## src/rtl/cache_consts.svh

```systemverilog
`ifndef CACHE_CONSTS_SVH
`define CACHE_CONSTS_SVH

// cache geometry
`define CACHE_LINES      128
`define WORDS_PER_BLOCK  8
`define TAG_BITS         5

// backing memory, 64 KB as 2 byte words
`define MEM_WORDS        32768

// cycles from a sampled read request to its data valid pulse
`define MEM_LATENCY      4

// power-up contents of memory: each word is its byte address xor this value
`define MEM_INIT_XOR     16'h5A3C

`endif

```

## src/rtl/cache_pkg.sv

```systemverilog
package cache_pkg;

    typedef logic [15:0] word_t;        // one processor / memory word

    // lookup view of a byte address, used by the tag and data arrays
    typedef struct packed {
        logic [4:0] tag;                // upper address bits kept in the tag array
        logic [6:0] index;              // selects one of the 128 lines
        logic [3:0] offset;             // byte inside the 16 byte block
    } lookup_view_t;

    // fill view of the same address, walks the block one word at a time
    typedef struct packed {
        logic [11:0] block;             // block number in memory
        logic [2:0]  word;              // word inside the block
        logic        byte_sel;          // always 0 for word accesses
    } fill_view_t;

    // one 16 bit byte address, two decodes
    typedef union packed {
        lookup_view_t lookup;
        fill_view_t   fill;
    } cache_addr_t;

    // miss handler state
    typedef enum logic {
        FILL_IDLE = 1'b0,               // no miss in progress
        FILL_BUSY = 1'b1                // fetching words of a block
    } fill_state_t;

endpackage

```

## src/rtl/cache_tag_array.sv

```systemverilog
`timescale 1ns/100ps

`include "cache_consts.svh"

module cache_tag_array (
    input  logic                   clk,
    input  logic                   reset,
    input  cache_pkg::cache_addr_t cpu_address,
    input  logic                   cpu_read,
    input  logic                   cpu_write,
    input  logic                   write_tag_array,  // fill done, line becomes valid
    output logic                   miss_detected
);

    logic [`CACHE_LINES-1:0] line_valid;          // one bit per line
    logic [`TAG_BITS-1:0]    line_tag [`CACHE_LINES];
    logic [`TAG_BITS-1:0]    stored_tag;
    logic                    stored_valid;
    logic                    tag_match;
    logic                    access;

    // valid bits are control state, cleared on reset
    always_ff @(posedge clk) begin
        if (reset) begin
            line_valid <= '0;
        end else if (write_tag_array) begin
            line_valid[cpu_address.lookup.index] <= 1'b1;
        end
    end

    // tags hold whatever was last filled
    always_ff @(posedge clk) begin
        if (write_tag_array) begin
            line_tag[cpu_address.lookup.index] <= cpu_address.lookup.tag;
        end
    end

    // indexed line for the current request
    assign stored_tag   = line_tag[cpu_address.lookup.index];
    assign stored_valid = line_valid[cpu_address.lookup.index];

    assign tag_match = stored_valid & (stored_tag == cpu_address.lookup.tag);
    assign access    = cpu_read | cpu_write;          // no request, no miss

    assign miss_detected = access & ~tag_match;

endmodule

```

## config.mk

```make
export PLATFORM = sky130hd
export DESIGN_NAME = cache_tag_array
export DESIGN_NICKNAME = d
export VERILOG_FILES = /design/src/rtl/cache_pkg.sv /design/src/rtl/cache_tag_array.sv
export VERILOG_INCLUDE_DIRS = /design/src /design/src/rtl
export SDC_FILE = /design/constraint.sdc
export NUM_CORES = 1
export LEC_CHECK = 0
export ABC_AREA = 1
export BUFFER_PORTS_ARGS = -buffer_cell sky130_fd_sc_hd__buf_2
export CAP_MARGIN = 5
export CORE_MARGIN = 2
export CORE_UTILIZATION = 55
export DETAILED_ROUTE_END_ITERATION = 6
export PLACE_DENSITY = 0.71
export REMOVE_ABC_BUFFERS = 1
export SETUP_SLACK_MARGIN = 0.2
export SLEW_MARGIN = 30
export SYNTH_ARGS = -nofsm -noshare
export SYNTH_HDL_FRONTEND = slang
export SYNTH_SLANG_ARGS = --single-unit
```

## constraint.sdc

```tcl
create_clock -name clk -period 3.91 [get_ports clk]
set_input_delay 0 -clock clk [delete_from_list [all_inputs] [get_ports clk]]
set_output_delay 0 -clock clk [all_outputs]
set_load 0.01 [all_outputs]
```

=== Word level (Yosys, flattened, before mapping) ===
Memories as Yosys holds them, arrays and structs flattened.
Cells that the tools add are included.

* Register bits: 128
* Memory bits (writable): 640
* Input port bits: 21
* Output and inout port bits: 1
* Logic and storage cells: 17
* Memories kept: 1

* Magnitude comparators: 2
* Equality and inequality tests: 1
* Muxes and demuxes: 6
* Bitwise logic cells: 5
* Reduce and logical (&&, ||, !) cells: 1

{| class="wikitable"
|+ Memory list
! name !! words !! bits a word !! read ports !! clocked after Yosys merged registers in !! wr ports !! RTL line !! text
|-
| line_tag || 128 || 5 || 1 || 0 || 1 || cache_tag_array.sv:16 || <nowiki>logic [`TAG_BITS-1:0] line_tag [`CACHE_LINES];</nowiki>
|}

{| class="wikitable"
|+ Operators by type and width
! kind !! number
|-
| $or A128 B128 Y128 || 1
|-
| $lt A7 B8 Y1 const B || 1
|-
| $bmux W1 S7 || 1
|-
| $demux W1 S7 || 1
|-
| $ge A7 B1 Y1 const B || 1
|-
| $eq A5 B5 Y1 || 1
|-
| $mux W1 || 4
|-
| $and A1 B1 Y1 || 2
|-
| $logic_and A1 B1 Y1 || 1
|-
| $not A1 Y1 || 1
|-
| $or A1 B1 Y1 || 1
|}

=== Depth between registers and ports, before layout ===
* Depth after elaboration: 5
* Mapped depth: 22
* Gate-level depth less buffers: 19

=== Worst setup path after synthesis ===
No wires, ideal clock.

* Path kind: input to register
* From: input cpu_address[5] in the netlist's numbering
* To: memory line_tag[41][0] in the netlist's numbering (enable)
* Data arrival time: 1.423 ns
* Data required time: 3.563 ns
* Slack: 2.141 ns
* Cell stages on the path: 9
* Buffers on the path: 4
* Cell sequence: buf_4 nor2_1 buf_4 buf_2 nand2_1 nor2_1 inv_1 clkbuf_1 nor2_1

{| class="wikitable"
|+ RTL lines
! item !! RTL line !! text
|-
| start, declared || cache_tag_array.sv:8 || <nowiki>input cache_pkg::cache_addr_t cpu_address,</nowiki>
|-
| end, declared || cache_tag_array.sv:16 ||
|}

Straight into the memory's write port.

=== Worst setup path after layout ===
* From: memory line_tag[104][1] in the netlist's numbering
* To: output miss_detected

* Cells in the longest elaborated chain, start to end: 5

{| class="wikitable"
|+ Ends and longest elaborated chain
! item !! RTL line !! text
|-
| $mem_v2 Z128 W5 || - ||
|-
| $eq A5 B5 Y1 || cache_tag_array.sv:42 || <nowiki>assign tag_match = stored_valid & (stored_tag == cpu_address.lookup.tag);</nowiki>
|-
| $and A1 B1 Y1 || cache_tag_array.sv:42 ||
|-
| $not A1 Y1 || cache_tag_array.sv:45 || <nowiki>assign miss_detected = access & ~tag_match;</nowiki>
|-
| $and A1 B1 Y1 || cache_tag_array.sv:45 ||
|-
| end, declared || cache_tag_array.sv:12 || <nowiki>output logic miss_detected</nowiki>
|}

No other way between the ends.

==> results.toml <==
[outcome]
status = "finished clean"

[finish]
num-fill-cells = 4934
final_core_util_pct = 60.7
syn_to_final_growth_pct = 9.94
fin_nets = 3522
diodes = 0
drive_above_1_share_pct = 7.01
most-common-layout-cells = "nand2_1, nor2_1, edfxtp_1"
mostFrequentLayoutCell = "nand2_1"

[pwr]
leakage_nw = 15.1
p_int_mw = 13.4
switching_share_pct = 22.3
clock_power_share_pct = 42.7
p_sw_mw = 3.84
power_mw = 17.3
pwr-share-seq_pct = 51.5
irDropWorstVdd_mv = 0.363
combinationalPowerShare_pct = 5.8
powerDensity_nw_per_um2 = 473

[timing]
worst_pin_slew_ns = 0.978
fin_crit_ns = 2.88
slew_headroom_pct = 34.7
period_share_pct = 73.8
fmax_ghz = 0.347
finalHoldViolations = 0
rsz0062_at_grt = "false"
final-max-slew-violation-count = 0
tns_ns = 0
fin_worst_skew_ns = 0
setup_violations = 0
worst_hold_slack_ns = 0.0309

[die]
die_x_um = 250
core_um2 = 60000
die_area_um2 = 62300
row_count = 90
fp.dieH_um = 250
start_util_pct = 55.2
ioPinCount = 22

[synthesis]
yosysSeqAreaShare_pct = 65.7
synth_top_cell_by_area = "edfxtp_1"
synth_warnings = 0
synthTopCellsByArea = "edfxtp_1, nand2_1, dfxtp_1, nor2_1, inv_1"
yosys.cell_types.count = 28
syn_area_per_cell_um2 = 9.42
syn_inst = 3519
yosys_register_bits = 768
synth_top_area_share_pct = 58.0
synth_area_um2 = 33200

[clock_network]
cts_buffers = 78
worstSkewPairLatency_ns = 0.62
clk_pin_slew_ns = 0.06
cts.sinks = 768
clockBufferDepth = 3
cts_tree = "built"
clockRootBuffer = "clkbuf_16"
post-cts-setup-buffers = 0
cts.repair.resized = 0
htree_levels = 3
cts-hold-fix-buffers = 4

[global_route]
grt_antenna_before_repair = 3
grt_use_total_pct = 26.3
grt_overflow_total = 0
grt_pass1_wl_um = 124000
grt_max_degree = 132
grt_pass1_vias = 21600

[route]
wl_um = 80700
drc = 0
dr.first_iter.drc_count = 2398
firstDrtPassIters = 6
vias = 23000
ant_nets = 0
detail_route.wl_per_cell_um = 18.6
viasPerCell = 5.28

[run]
cap_violations = 0

[placement]
gp_congestion = 0.897
dp_hpwl_um = 46500
port_buffers = 17

[setup_path]
crit_required_ns = 3.91
max_stage_delay_ns = 0.35
r2r-end = "line_valid[101]"
path_buf_inv = 1
path_cells = "or2_2, nand3_1, nand2_1, nor2_1, nor2_1, nor2_1, nand2_1, nand2_1, nand2_1, nor2_1, or2_1, nand3_1, nor2_1, nor2_1, buf_2"
crit_path_end = "miss_detected"
worst_r2r_startpoint = "line_valid[101]"
critPathSlowestCell = "edfxtp_1"
timing.critical_path.fanout_max = 2
path_class = "flop to output pin"
cp.arrival_ns = 2.88
critPathTopFamily = "simple AND/OR/NAND/NOR gates"
ff2ff_path_depth = 2
reg2reg_slack_ns = 3.26
cp.depth = 15
end_kind = "output pin"
crit_path_start = "line_tag[104][1]"
cp_common_cell = "nor2_1"
worst_setup_path_start_kind = "flop"

[hold_path]
hp-start = "cpu_address[12]"
worstHoldPathType = "input port to flop"
[power by group through the flow]
stage	clock, mW	combinational, mW	sequential, mW
after floorplan	0	0.449	9.07
after global placement	0	0.971	9.07
after detailed placement	0	0.984	9.07
after CTS	7.44	0.992	8.89
after global routing	7.75	1.10	8.89
final	7.36	1.00	8.89
[worst reg2reg max path, delay by kind of cell, from the launching register on]
family | cells | cell delay (ns)
flip-flops | 1 | 0.31
AND/OR/NAND/NOR | 2 | 0.21
[per-layer routing]
| metal | up-vias | share of wire [%] | GRT usage (%) |
|---|---|---|---|
| li1 | 11100 | - | - |
| met1 | 10800 | 41 | 35.5 |
| met2 | 900 | 47 | 42.6 |
| met3 | 183 | 8.6 | 4.75 |
| met4 | 4 | 3.4 | 10.1 |
| met5 | - | 0.020 | 0 |
[area by class of cell]
cell class	instances	area (µm²)	area share, %
sequential	768	21800	59.8
clock inverter	26	194	0.532
inverter	427	1610	4.42
tap	782	978	2.68
clock buffer	119	2350	6.45
timing repair buffer	65	668	1.83
multi-input combinational	2161	8870	24.3
[cells by family after synthesis]
group | count (synthesis) | synth area share (%)
AOI/OAI and AO/OA | 123 | 2.11
and+or+nand+nor | 2038 | 24.6
buffers and inverters | 590 | 7.60
DFF | 768 | 65.7
[flip-flops by register name, summed over array words and instances, names as in the netlist]
name / flops
line_tag: 640
line_valid: 128
[worst min-delay path by stage]
stage,depth (start not counted),endpoint
2_1_floorplan,1,line_valid[0]
3_3_place_gp,4,miss_detected
3_5_place_dp,4,miss_detected
4_1_cts,1,line_tag[122][3]
5_1_grt,1,line_tag[122][3]
6_report,1,line_tag[48][1]
[Yosys cell counts (all sizes together)]
library cell / instances
o211ai: 32
edfxtp: 640
nor2: 649
nand3b: 13
o21a: 1
buf: 125
nor3: 3
nand2: 1098
dfxtp: 128
or2: 71
o21bai: 1
o21ai: 79
nand3: 200
a21oi: 10
inv: 427
clkbuf: 38
nand4: 4
[stage by stage]
| stage | area, µm² | setup slack [ns] | std cells |
|---|---|---|---|
| 2_1_floorplan | 32200 | 0.213 | 3356 |
| 3_3_place_gp | 33900 | 1.02 | 4199 |
| 3_5_place_dp | 33900 | 1.11 | 4199 |
| 4_1_cts | 36400 | 1.00 | 4348 |
| 5_1_grt | 36400 | 0.767 | 4348 |
| 6_report | 36400 | 1.03 | 4348 |
Note: power is estimated with default switching activity, not from simulation.
