## src/rtl/cache_consts.svh

```systemverilog
`ifndef CACHE_CONSTS_SVH
`define CACHE_CONSTS_SVH

// cache geometry
`define CACHE_LINES      128
`define WORDS_PER_BLOCK  8
`define TAG_BITS         5

// backing memory, 64 KB as 2 byte words
`define MEM_WORDS        32768

// cycles from a sampled read request to its data valid pulse
`define MEM_LATENCY      4

// power-up contents of memory: each word is its byte address xor this value
`define MEM_INIT_XOR     16'h5A3C

`endif

```

## src/rtl/cache_pkg.sv

```systemverilog
package cache_pkg;

    typedef logic [15:0] word_t;        // one processor / memory word

    // lookup view of a byte address, used by the tag and data arrays
    typedef struct packed {
        logic [4:0] tag;                // upper address bits kept in the tag array
        logic [6:0] index;              // selects one of the 128 lines
        logic [3:0] offset;             // byte inside the 16 byte block
    } lookup_view_t;

    // fill view of the same address, walks the block one word at a time
    typedef struct packed {
        logic [11:0] block;             // block number in memory
        logic [2:0]  word;              // word inside the block
        logic        byte_sel;          // always 0 for word accesses
    } fill_view_t;

    // one 16 bit byte address, two decodes
    typedef union packed {
        lookup_view_t lookup;
        fill_view_t   fill;
    } cache_addr_t;

    // miss handler state
    typedef enum logic {
        FILL_IDLE = 1'b0,               // no miss in progress
        FILL_BUSY = 1'b1                // fetching words of a block
    } fill_state_t;

endpackage

```

## src/rtl/cache_fill_fsm.sv

```systemverilog
`timescale 1ns/100ps

module cache_fill_fsm (
    input  logic                   clk,
    input  logic                   reset,
    input  logic                   miss_detected,     // tag array says the access misses
    input  cache_pkg::cache_addr_t miss_address,      // processor address that missed
    input  logic                   memory_data_valid, // word returning from memory
    output logic                   fsm_busy,          // drives the processor stall
    output logic                   memory_read,
    output logic                   write_data_array,  // store memory_data at fill_address
    output logic                   write_tag_array,   // one cycle, last word has landed
    output cache_pkg::cache_addr_t memory_address,    // next request to memory
    output cache_pkg::cache_addr_t fill_address       // word currently being waited on
);
    import cache_pkg::*;

    fill_state_t state;
    cache_addr_t addr_curr;            // word the FSM is waiting for
    cache_addr_t addr_next;
    cache_addr_t addr_step;            // addr_curr moved on by one word
    cache_addr_t track_addr [3];       // shadows the address in flight in memory
    logic        start_fill;
    logic        accept;
    logic        done;

    assign start_fill = miss_detected & (state == FILL_IDLE);

    // the word at the end of the tracking pipe was requested 4 cycles ago,
    // so it names the data on memory_data this cycle
    assign accept = (state == FILL_BUSY) & memory_data_valid & (track_addr[2] == addr_curr);
    assign done   = accept & (&addr_curr.fill.word);   // word 7, byte offset 14

    always_comb begin
        addr_step           = addr_curr;
        addr_step.fill.word = addr_curr.fill.word + 3'd1;   // stays inside the block
    end

    always_comb begin
        addr_next = addr_curr;                  // hold until the right word returns
        if (start_fill) begin
            addr_next               = miss_address;
            addr_next.lookup.offset = 4'h0;     // align to block start
        end else if (accept & ~done) begin
            addr_next = addr_step;
        end
    end

    always_ff @(posedge clk) begin
        if (reset) begin
            state <= FILL_IDLE;
        end else if (start_fill) begin
            state <= FILL_BUSY;
        end else if (done) begin
            state <= FILL_IDLE;
        end
    end

    always_ff @(posedge clk) begin
        if (reset) begin
            addr_curr <= '0;
        end else begin
            addr_curr <= addr_next;
        end
    end

    // three stages here plus the addr_curr register give the 4 cycle memory latency
    always_ff @(posedge clk) begin
        if (reset) begin
            for (int i = 0; i < 3; i++) begin
                track_addr[i] <= '0;
            end
        end else if (state == FILL_BUSY) begin   // frozen while idle
            track_addr[0] <= addr_curr;
            track_addr[1] <= track_addr[0];
            track_addr[2] <= track_addr[1];
        end
    end

    // stall holds through the tag write cycle, the access then hits next cycle
    assign fsm_busy = (state == FILL_BUSY) | miss_detected;

    // a request every cycle of the fill; none once the last word is in
    assign memory_read      = start_fill | ((state == FILL_BUSY) & ~done);
    assign memory_address   = addr_next;
    assign fill_address     = addr_curr;
    assign write_data_array = accept;
    assign write_tag_array  = done;

endmodule

```

## config.mk

```make
export PLATFORM = sky130hd
export DESIGN_NAME = cache_fill_fsm
export DESIGN_NICKNAME = d
export VERILOG_FILES = /design/src/rtl/cache_consts.svh /design/src/rtl/cache_pkg.sv /design/src/rtl/cache_fill_fsm.sv
export SDC_FILE = /design/constraint.sdc
export NUM_CORES = 1
export LEC_CHECK = 0
export BUFFER_PORTS_ARGS = -buffer_cell sky130_fd_sc_hd__buf_2
export CORE_ASPECT_RATIO = 0.5
export CORE_MARGIN = 2
export CORE_UTILIZATION = 45
export DETAILED_ROUTE_END_ITERATION = 8
export PLACE_DENSITY = 0.68
export SYNTH_ARGS = -nofsm -noshare
export SYNTH_HDL_FRONTEND = slang
export SYNTH_SLANG_ARGS = --single-unit
```

## constraint.sdc

```tcl
create_clock -name clk -period 4.6 [get_ports clk]
set_clock_uncertainty 0.05 [all_clocks]
set_input_delay 1.15 -clock clk [delete_from_list [all_inputs] [get_ports clk]]
set_output_delay 1.15 -clock clk [all_outputs]
set_load 0.01 [all_outputs]
```

Word-level counts from Yosys, hierarchy flattened
Memory sizes are Yosys's and may differ from the RTL's.
Index checks and enable logic that the tools add are counted.
- $add $sub $neg: 1
- multiply operators: 0
- divide/modulo/power cells: 0
- order comparisons: 0
- equal/unequal tests: 1
- shift operators: 0
- mux-type cells: 12
- bitwise gates (word level): 13
- reductions and logical operators: 2
- operator list (cell ; number):
    $mux 16 ; 4
    $eq 16x16->1 ; 1
    $mux 1 ; 7
    $and 1x1->1 ; 6
    $or 1x1->1 ; 5
    $mux 4 ; 1
    $add 3x1->3 const B ; 1
    $reduce_and 3->1 ; 1
    $not 1->1 ; 2
    $reduce_bool 2->1 ; 1
- register bits after elaboration: 17
- latch bits: 0
- bits in writable memories: 48
- ROM bits: 0
- input port bits: 20
- output and inout port bits: 36
- word-level logic and storage cells: 32
- memories: 1
- memory list (name ; depth ; width ; rd ports ; clocked after memory_dff ; wr ports ; RTL line ; source):
    track_addr ; 3 ; 16 ; 3 ; 0 ; 3 ; cache_fill_fsm.sv:22 ; cache_addr_t track_addr [3];

Logic depth before layout (Yosys ltp)
- depth after elaboration: 7
- depth in mapped cells: 6
- depth with buffers taken out: 6

Least setup slack after synthesis
No wires, ideal clock.
- path kind: input port to output port
- from: input memory_data_valid
- to: output memory_address[1] (netlist name)
- data arrival time: 2.455 ns
- data required time: 3.400 ns
- slack: 0.945 ns
- cell stages on the path: 5
- path buffers: 1
- cell sequence: nand3_1 -> or4_1 -> buf_2 -> or4b_4 -> a21oi_1
- RTL lines (what ; RTL line ; source):
    start, declared ; cache_fill_fsm.sv:8 ; input logic memory_data_valid,
    end, declared ; cache_fill_fsm.sv:13 ; output cache_pkg::cache_addr_t memory_address,

==> impl_metrics.env <==
export IMPL_gr_total_overflow=0
export IMPL_ios=56
export IMPL_drive_above_1_share_pct=32.9
export IMPL_cp_required_ns=3.40
export IMPL_fin_crit_sh_pct=83.8
export IMPL_n_fill_cell=482
export IMPL_htreeDepth=3
export IMPL_cts_tree="yes"
export IMPL_viasPerCell=4.95
export IMPL_cts_resized=0
export IMPL_slew_headroom_pct=26.8
export IMPL_criticalPathCategory="in2out"
export IMPL_cpMaxStageDelayCell="or4_1"
export IMPL_die_y_um=58.6
export IMPL_grt_pass1_wl_um=7750
export IMPL_drcViolationCount=3
export IMPL_setup_violations=0
export IMPL_start_util_pct=47.8
export IMPL_p_int_mw=1.13
export IMPL_path_common_cell="buf_2"
export IMPL_crit_chain="buf_2, nand3_1, or4_1, or4b_4, a21oi_1, buf_2"
export IMPL_antenna_found_initial=0
export IMPL_grt_start_max_net_pins=49
export IMPL_fp_dieW_um=113
export IMPL_nets=275
export IMPL_clock_sinks=65
export IMPL_dpl_cell_area_um2=3020
export IMPL_finalMaxSlewViolations=0
export IMPL_worst_setup_path_end_kind="primary output"
export IMPL_grt_setup_unrepaired="no"
export IMPL_hp_class="reg2reg"
export IMPL_drt_total_wl_um=4780
export IMPL_worstMarginPinSlew_ns=1.10
export IMPL_synth_cell_types=27
export IMPL_comb_power_share_pct=7.2
export IMPL_peakVddDrop_v=0.000174
export IMPL_stdcell_area_um2=3310
export IMPL_cp_start_kind="input port"
export IMPL_clock_latency_ns=0.32
export IMPL_finalSetupTns_ns=0
export IMPL_path_clk_slew_ns=0.05
export IMPL_clkPwrFrac_pct=44.9
export IMPL_core_um2=5610
export IMPL_cpPeakStageDelay_ns=0.55
export IMPL_cts_setup_buffers=0
export IMPL_die_area_um2=6630
export IMPL_synth_area_um2=2680
export IMPL_r2r_setup_slack_ns=2.36
export IMPL_syn_avg_cell_area_um2=13.6
export IMPL_syn_inst=197
export IMPL_pwr_share_seq_pct=47.9
export IMPL_arrival_ns=2.66
export IMPL_fmax_mhz=259
export IMPL_pwr_density_cell_nw_per_um2=432
export IMPL_finalCriticalPeriod_ns=3.86
export IMPL_num_antenna_cells=0
export IMPL_fin_ws_ns=0.743
export IMPL_grt_pass1_vias=1557
export IMPL_drv_cap=0
export IMPL_vias=1639
export IMPL_dp_slack_ns=0.759
export IMPL_path_max_fanout=8
export IMPL_swShare_pct=21.1
export IMPL_synthesis_nets=219
export IMPL_ant_nets=0
export IMPL_syn_to_final_growth_pct=23.2
export IMPL_gp_congestion=0.707
export IMPL_status="finished with violations"
export IMPL_placementRows=19
export IMPL_clock_path_buffers=2
export IMPL_critPathTopFamily="simple AND/OR/NAND/NOR gates"
export IMPL_grt_util_all_layers_pct=15.9
export IMPL_path_buf_inv=2
export IMPL_ys_warn_count=0
export IMPL_hold_violations=0
export IMPL_failed_checks="DRC"
export IMPL_synth_seq_cells=65
export IMPL_root_buffer="clkbuf_16"
export IMPL_drt_first_iter_violations=67
export IMPL_ys_seq_area_share_pct=66.4
export IMPL_detail_route_wl_per_cell_um=14.5
export IMPL_p_leak_nw=1.39
export IMPL_hpwl_um=3200
export IMPL_cts_buffers=9
export IMPL_power_mw=1.43
export IMPL_p_sw_mw=0.302
export IMPL_port_buffers=51
export IMPL_drt_pass1_iter_count=8
export IMPL_cts_hold_buf=0
==> path summary, 6_finish.rpt <==
path                                   startpoint           endpoint  cells past startpoint
worst max-delay path            memory_data_valid  memory_address[1]                      6
worst min-delay path              fill_address[0]    fill_address[0]                      2
worst max register to register    fill_address[3]    fill_address[1]                      5
worst min register to register    fill_address[0]    fill_address[0]                      2
==> synthesized netlist by cell type, drive strengths merged <==
| cell | count | area share [%] |
|---|---|---|
| a21oi | 6 | 1.1 |
| and2 | 48 | 11 |
| and2b | 1 | 0.33 |
| buf | 2 | 0.33 |
| clkbuf | 7 | 0.98 |
| dfxtp | 17 | 13 |
| edfxtp | 48 | 54 |
| ha | 2 | 0.93 |
| inv | 3 | 0.42 |
| mux2 | 12 | 5.0 |
| nand2 | 1 | 0.14 |
| nand3 | 2 | 0.37 |
| nand4 | 2 | 0.47 |
| nand4b | 2 | 0.65 |
| nor2 | 4 | 0.56 |
| nor2b | 14 | 3.3 |
| nor3 | 1 | 0.19 |
| nor3b | 1 | 0.28 |
| nor4 | 1 | 0.23 |
| o21ai | 3 | 0.56 |
| or2 | 2 | 0.47 |
| or4 | 1 | 0.28 |
| or4b | 1 | 0.51 |
| xnor2 | 12 | 3.9 |
| xor2 | 4 | 1.3 |
==> metrics by stage <==
| step | utilization (%) | hold WS [ns] | std cells |
|---|---|---|---|
| 2_1_floorplan | - | 0.447 | 197 |
| 3_3_place_gp | 53.8 | 0.442 | 315 |
| 3_5_place_dp | 53.8 | 0.451 | 315 |
| 4_1_cts | 58.9 | 0.459 | 331 |
| 5_1_grt | 58.9 | 0.478 | 331 |
| 6_report | 58.9 | 0.455 | 331 |
==> placed cells by master, fill, tap and decap left out <==
| cell type | Yosys | final |
|---|---|---|
| buf_2 | 1 | 51 |
| edfxtp_1 | 48 | 48 |
| and2_1 | 47 | 47 |
| dfxtp_1 | 17 | 17 |
| nor2b_1 | 14 | 13 |
| mux2_2 | 12 | 12 |
| xnor2_1 | 12 | 12 |
| clkbuf_16 | 0 | 9 |
| a21oi_1 | 6 | 6 |
| xor2_1 | 4 | 4 |
| nor2_1 | 4 | 4 |
| inv_1 | 3 | 3 |
| o21ai_0 | 3 | 3 |
| clkinv_1 | 0 | 3 |
| buf_4 | 0 | 3 |
| nand3_1 | 2 | 2 |
| nand4_1 | 2 | 2 |
| nand4b_1 | 2 | 2 |
| or2_2 | 2 | 2 |
| ha_1 | 2 | 2 |
| clkinvlp_4 | 0 | 2 |
| or4_1 | 1 | 1 |
| nor4_1 | 1 | 1 |
| and2b_2 | 1 | 1 |
| nand2_1 | 1 | 1 |
| or4b_4 | 1 | 1 |
| nor3b_1 | 1 | 1 |
| nor2b_2 | 0 | 1 |
| and2_2 | 1 | 1 |
| nor3_1 | 1 | 1 |
| bufinv_16 | 0 | 1 |
| clkinv_2 | 0 | 1 |
==> cell families (layout without fill, tap and decap cells) <==
| group | after synthesis | in the layout | share of synthesized area, % |
|---|---|---|---|
| compound gates | 9 | 9 | 1.68 |
| buf+inv | 12 | 73 | 1.73 |
| flops | 65 | 65 | 66.4 |
| xor+xnor | 16 | 16 | 5.22 |
| fa+ha+maj | 2 | 2 | 0.933 |
| mux | 12 | 12 | 5.04 |
| simple gates | 81 | 81 | 19.0 |
==> tightest hold or removal path, cell delays in order, from the launching register on <==
cell     delay (ns)
dfxtp_1        0.33
inv_1          0.08
nor2_1         0.05
==> cell type report <==
class | count | area [um2] | area share [%]
Clock inverter | 7 | 61.3 | 1.85
Clock buffer | 9 | 225 | 6.81
Tap cell | 73 | 91.3 | 2.76
Sequential cell | 65 | 1780 | 53.9
Inverter | 3 | 11.3 | 0.341
Multi-Input combinational cell | 120 | 857 | 25.9
Timing Repair Buffer | 54 | 278 | 8.40
==> power by group through the flow <==
stage / clock network [mW] / logic, mW / registers (mW)
after floorplan: 0 / 0.0638 / 0.693
after global placement: 0 / 0.102 / 0.694
after detailed placement: 0 / 0.105 / 0.696
after CTS: 0.655 / 0.105 / 0.684
after global routing: 0.682 / 0.114 / 0.688
final: 0.641 / 0.103 / 0.684
==> registers in the layout (all words and copies together), names as in the netlist <==
name	count
state	1
track_addr	48
fill_address	16
==> metal layers <==
metal / track usage [%] / wire [um] / vias up
li1: - / - / 789
met1: 21.2 / 2330 / 808
met2: 24.2 / 2230 / 35
met3: 6.18 / 167 / 7
met4: 5.75 / 58 / 0
met5: 0 / 0 / -
Power figures use the tool's default switching activity.
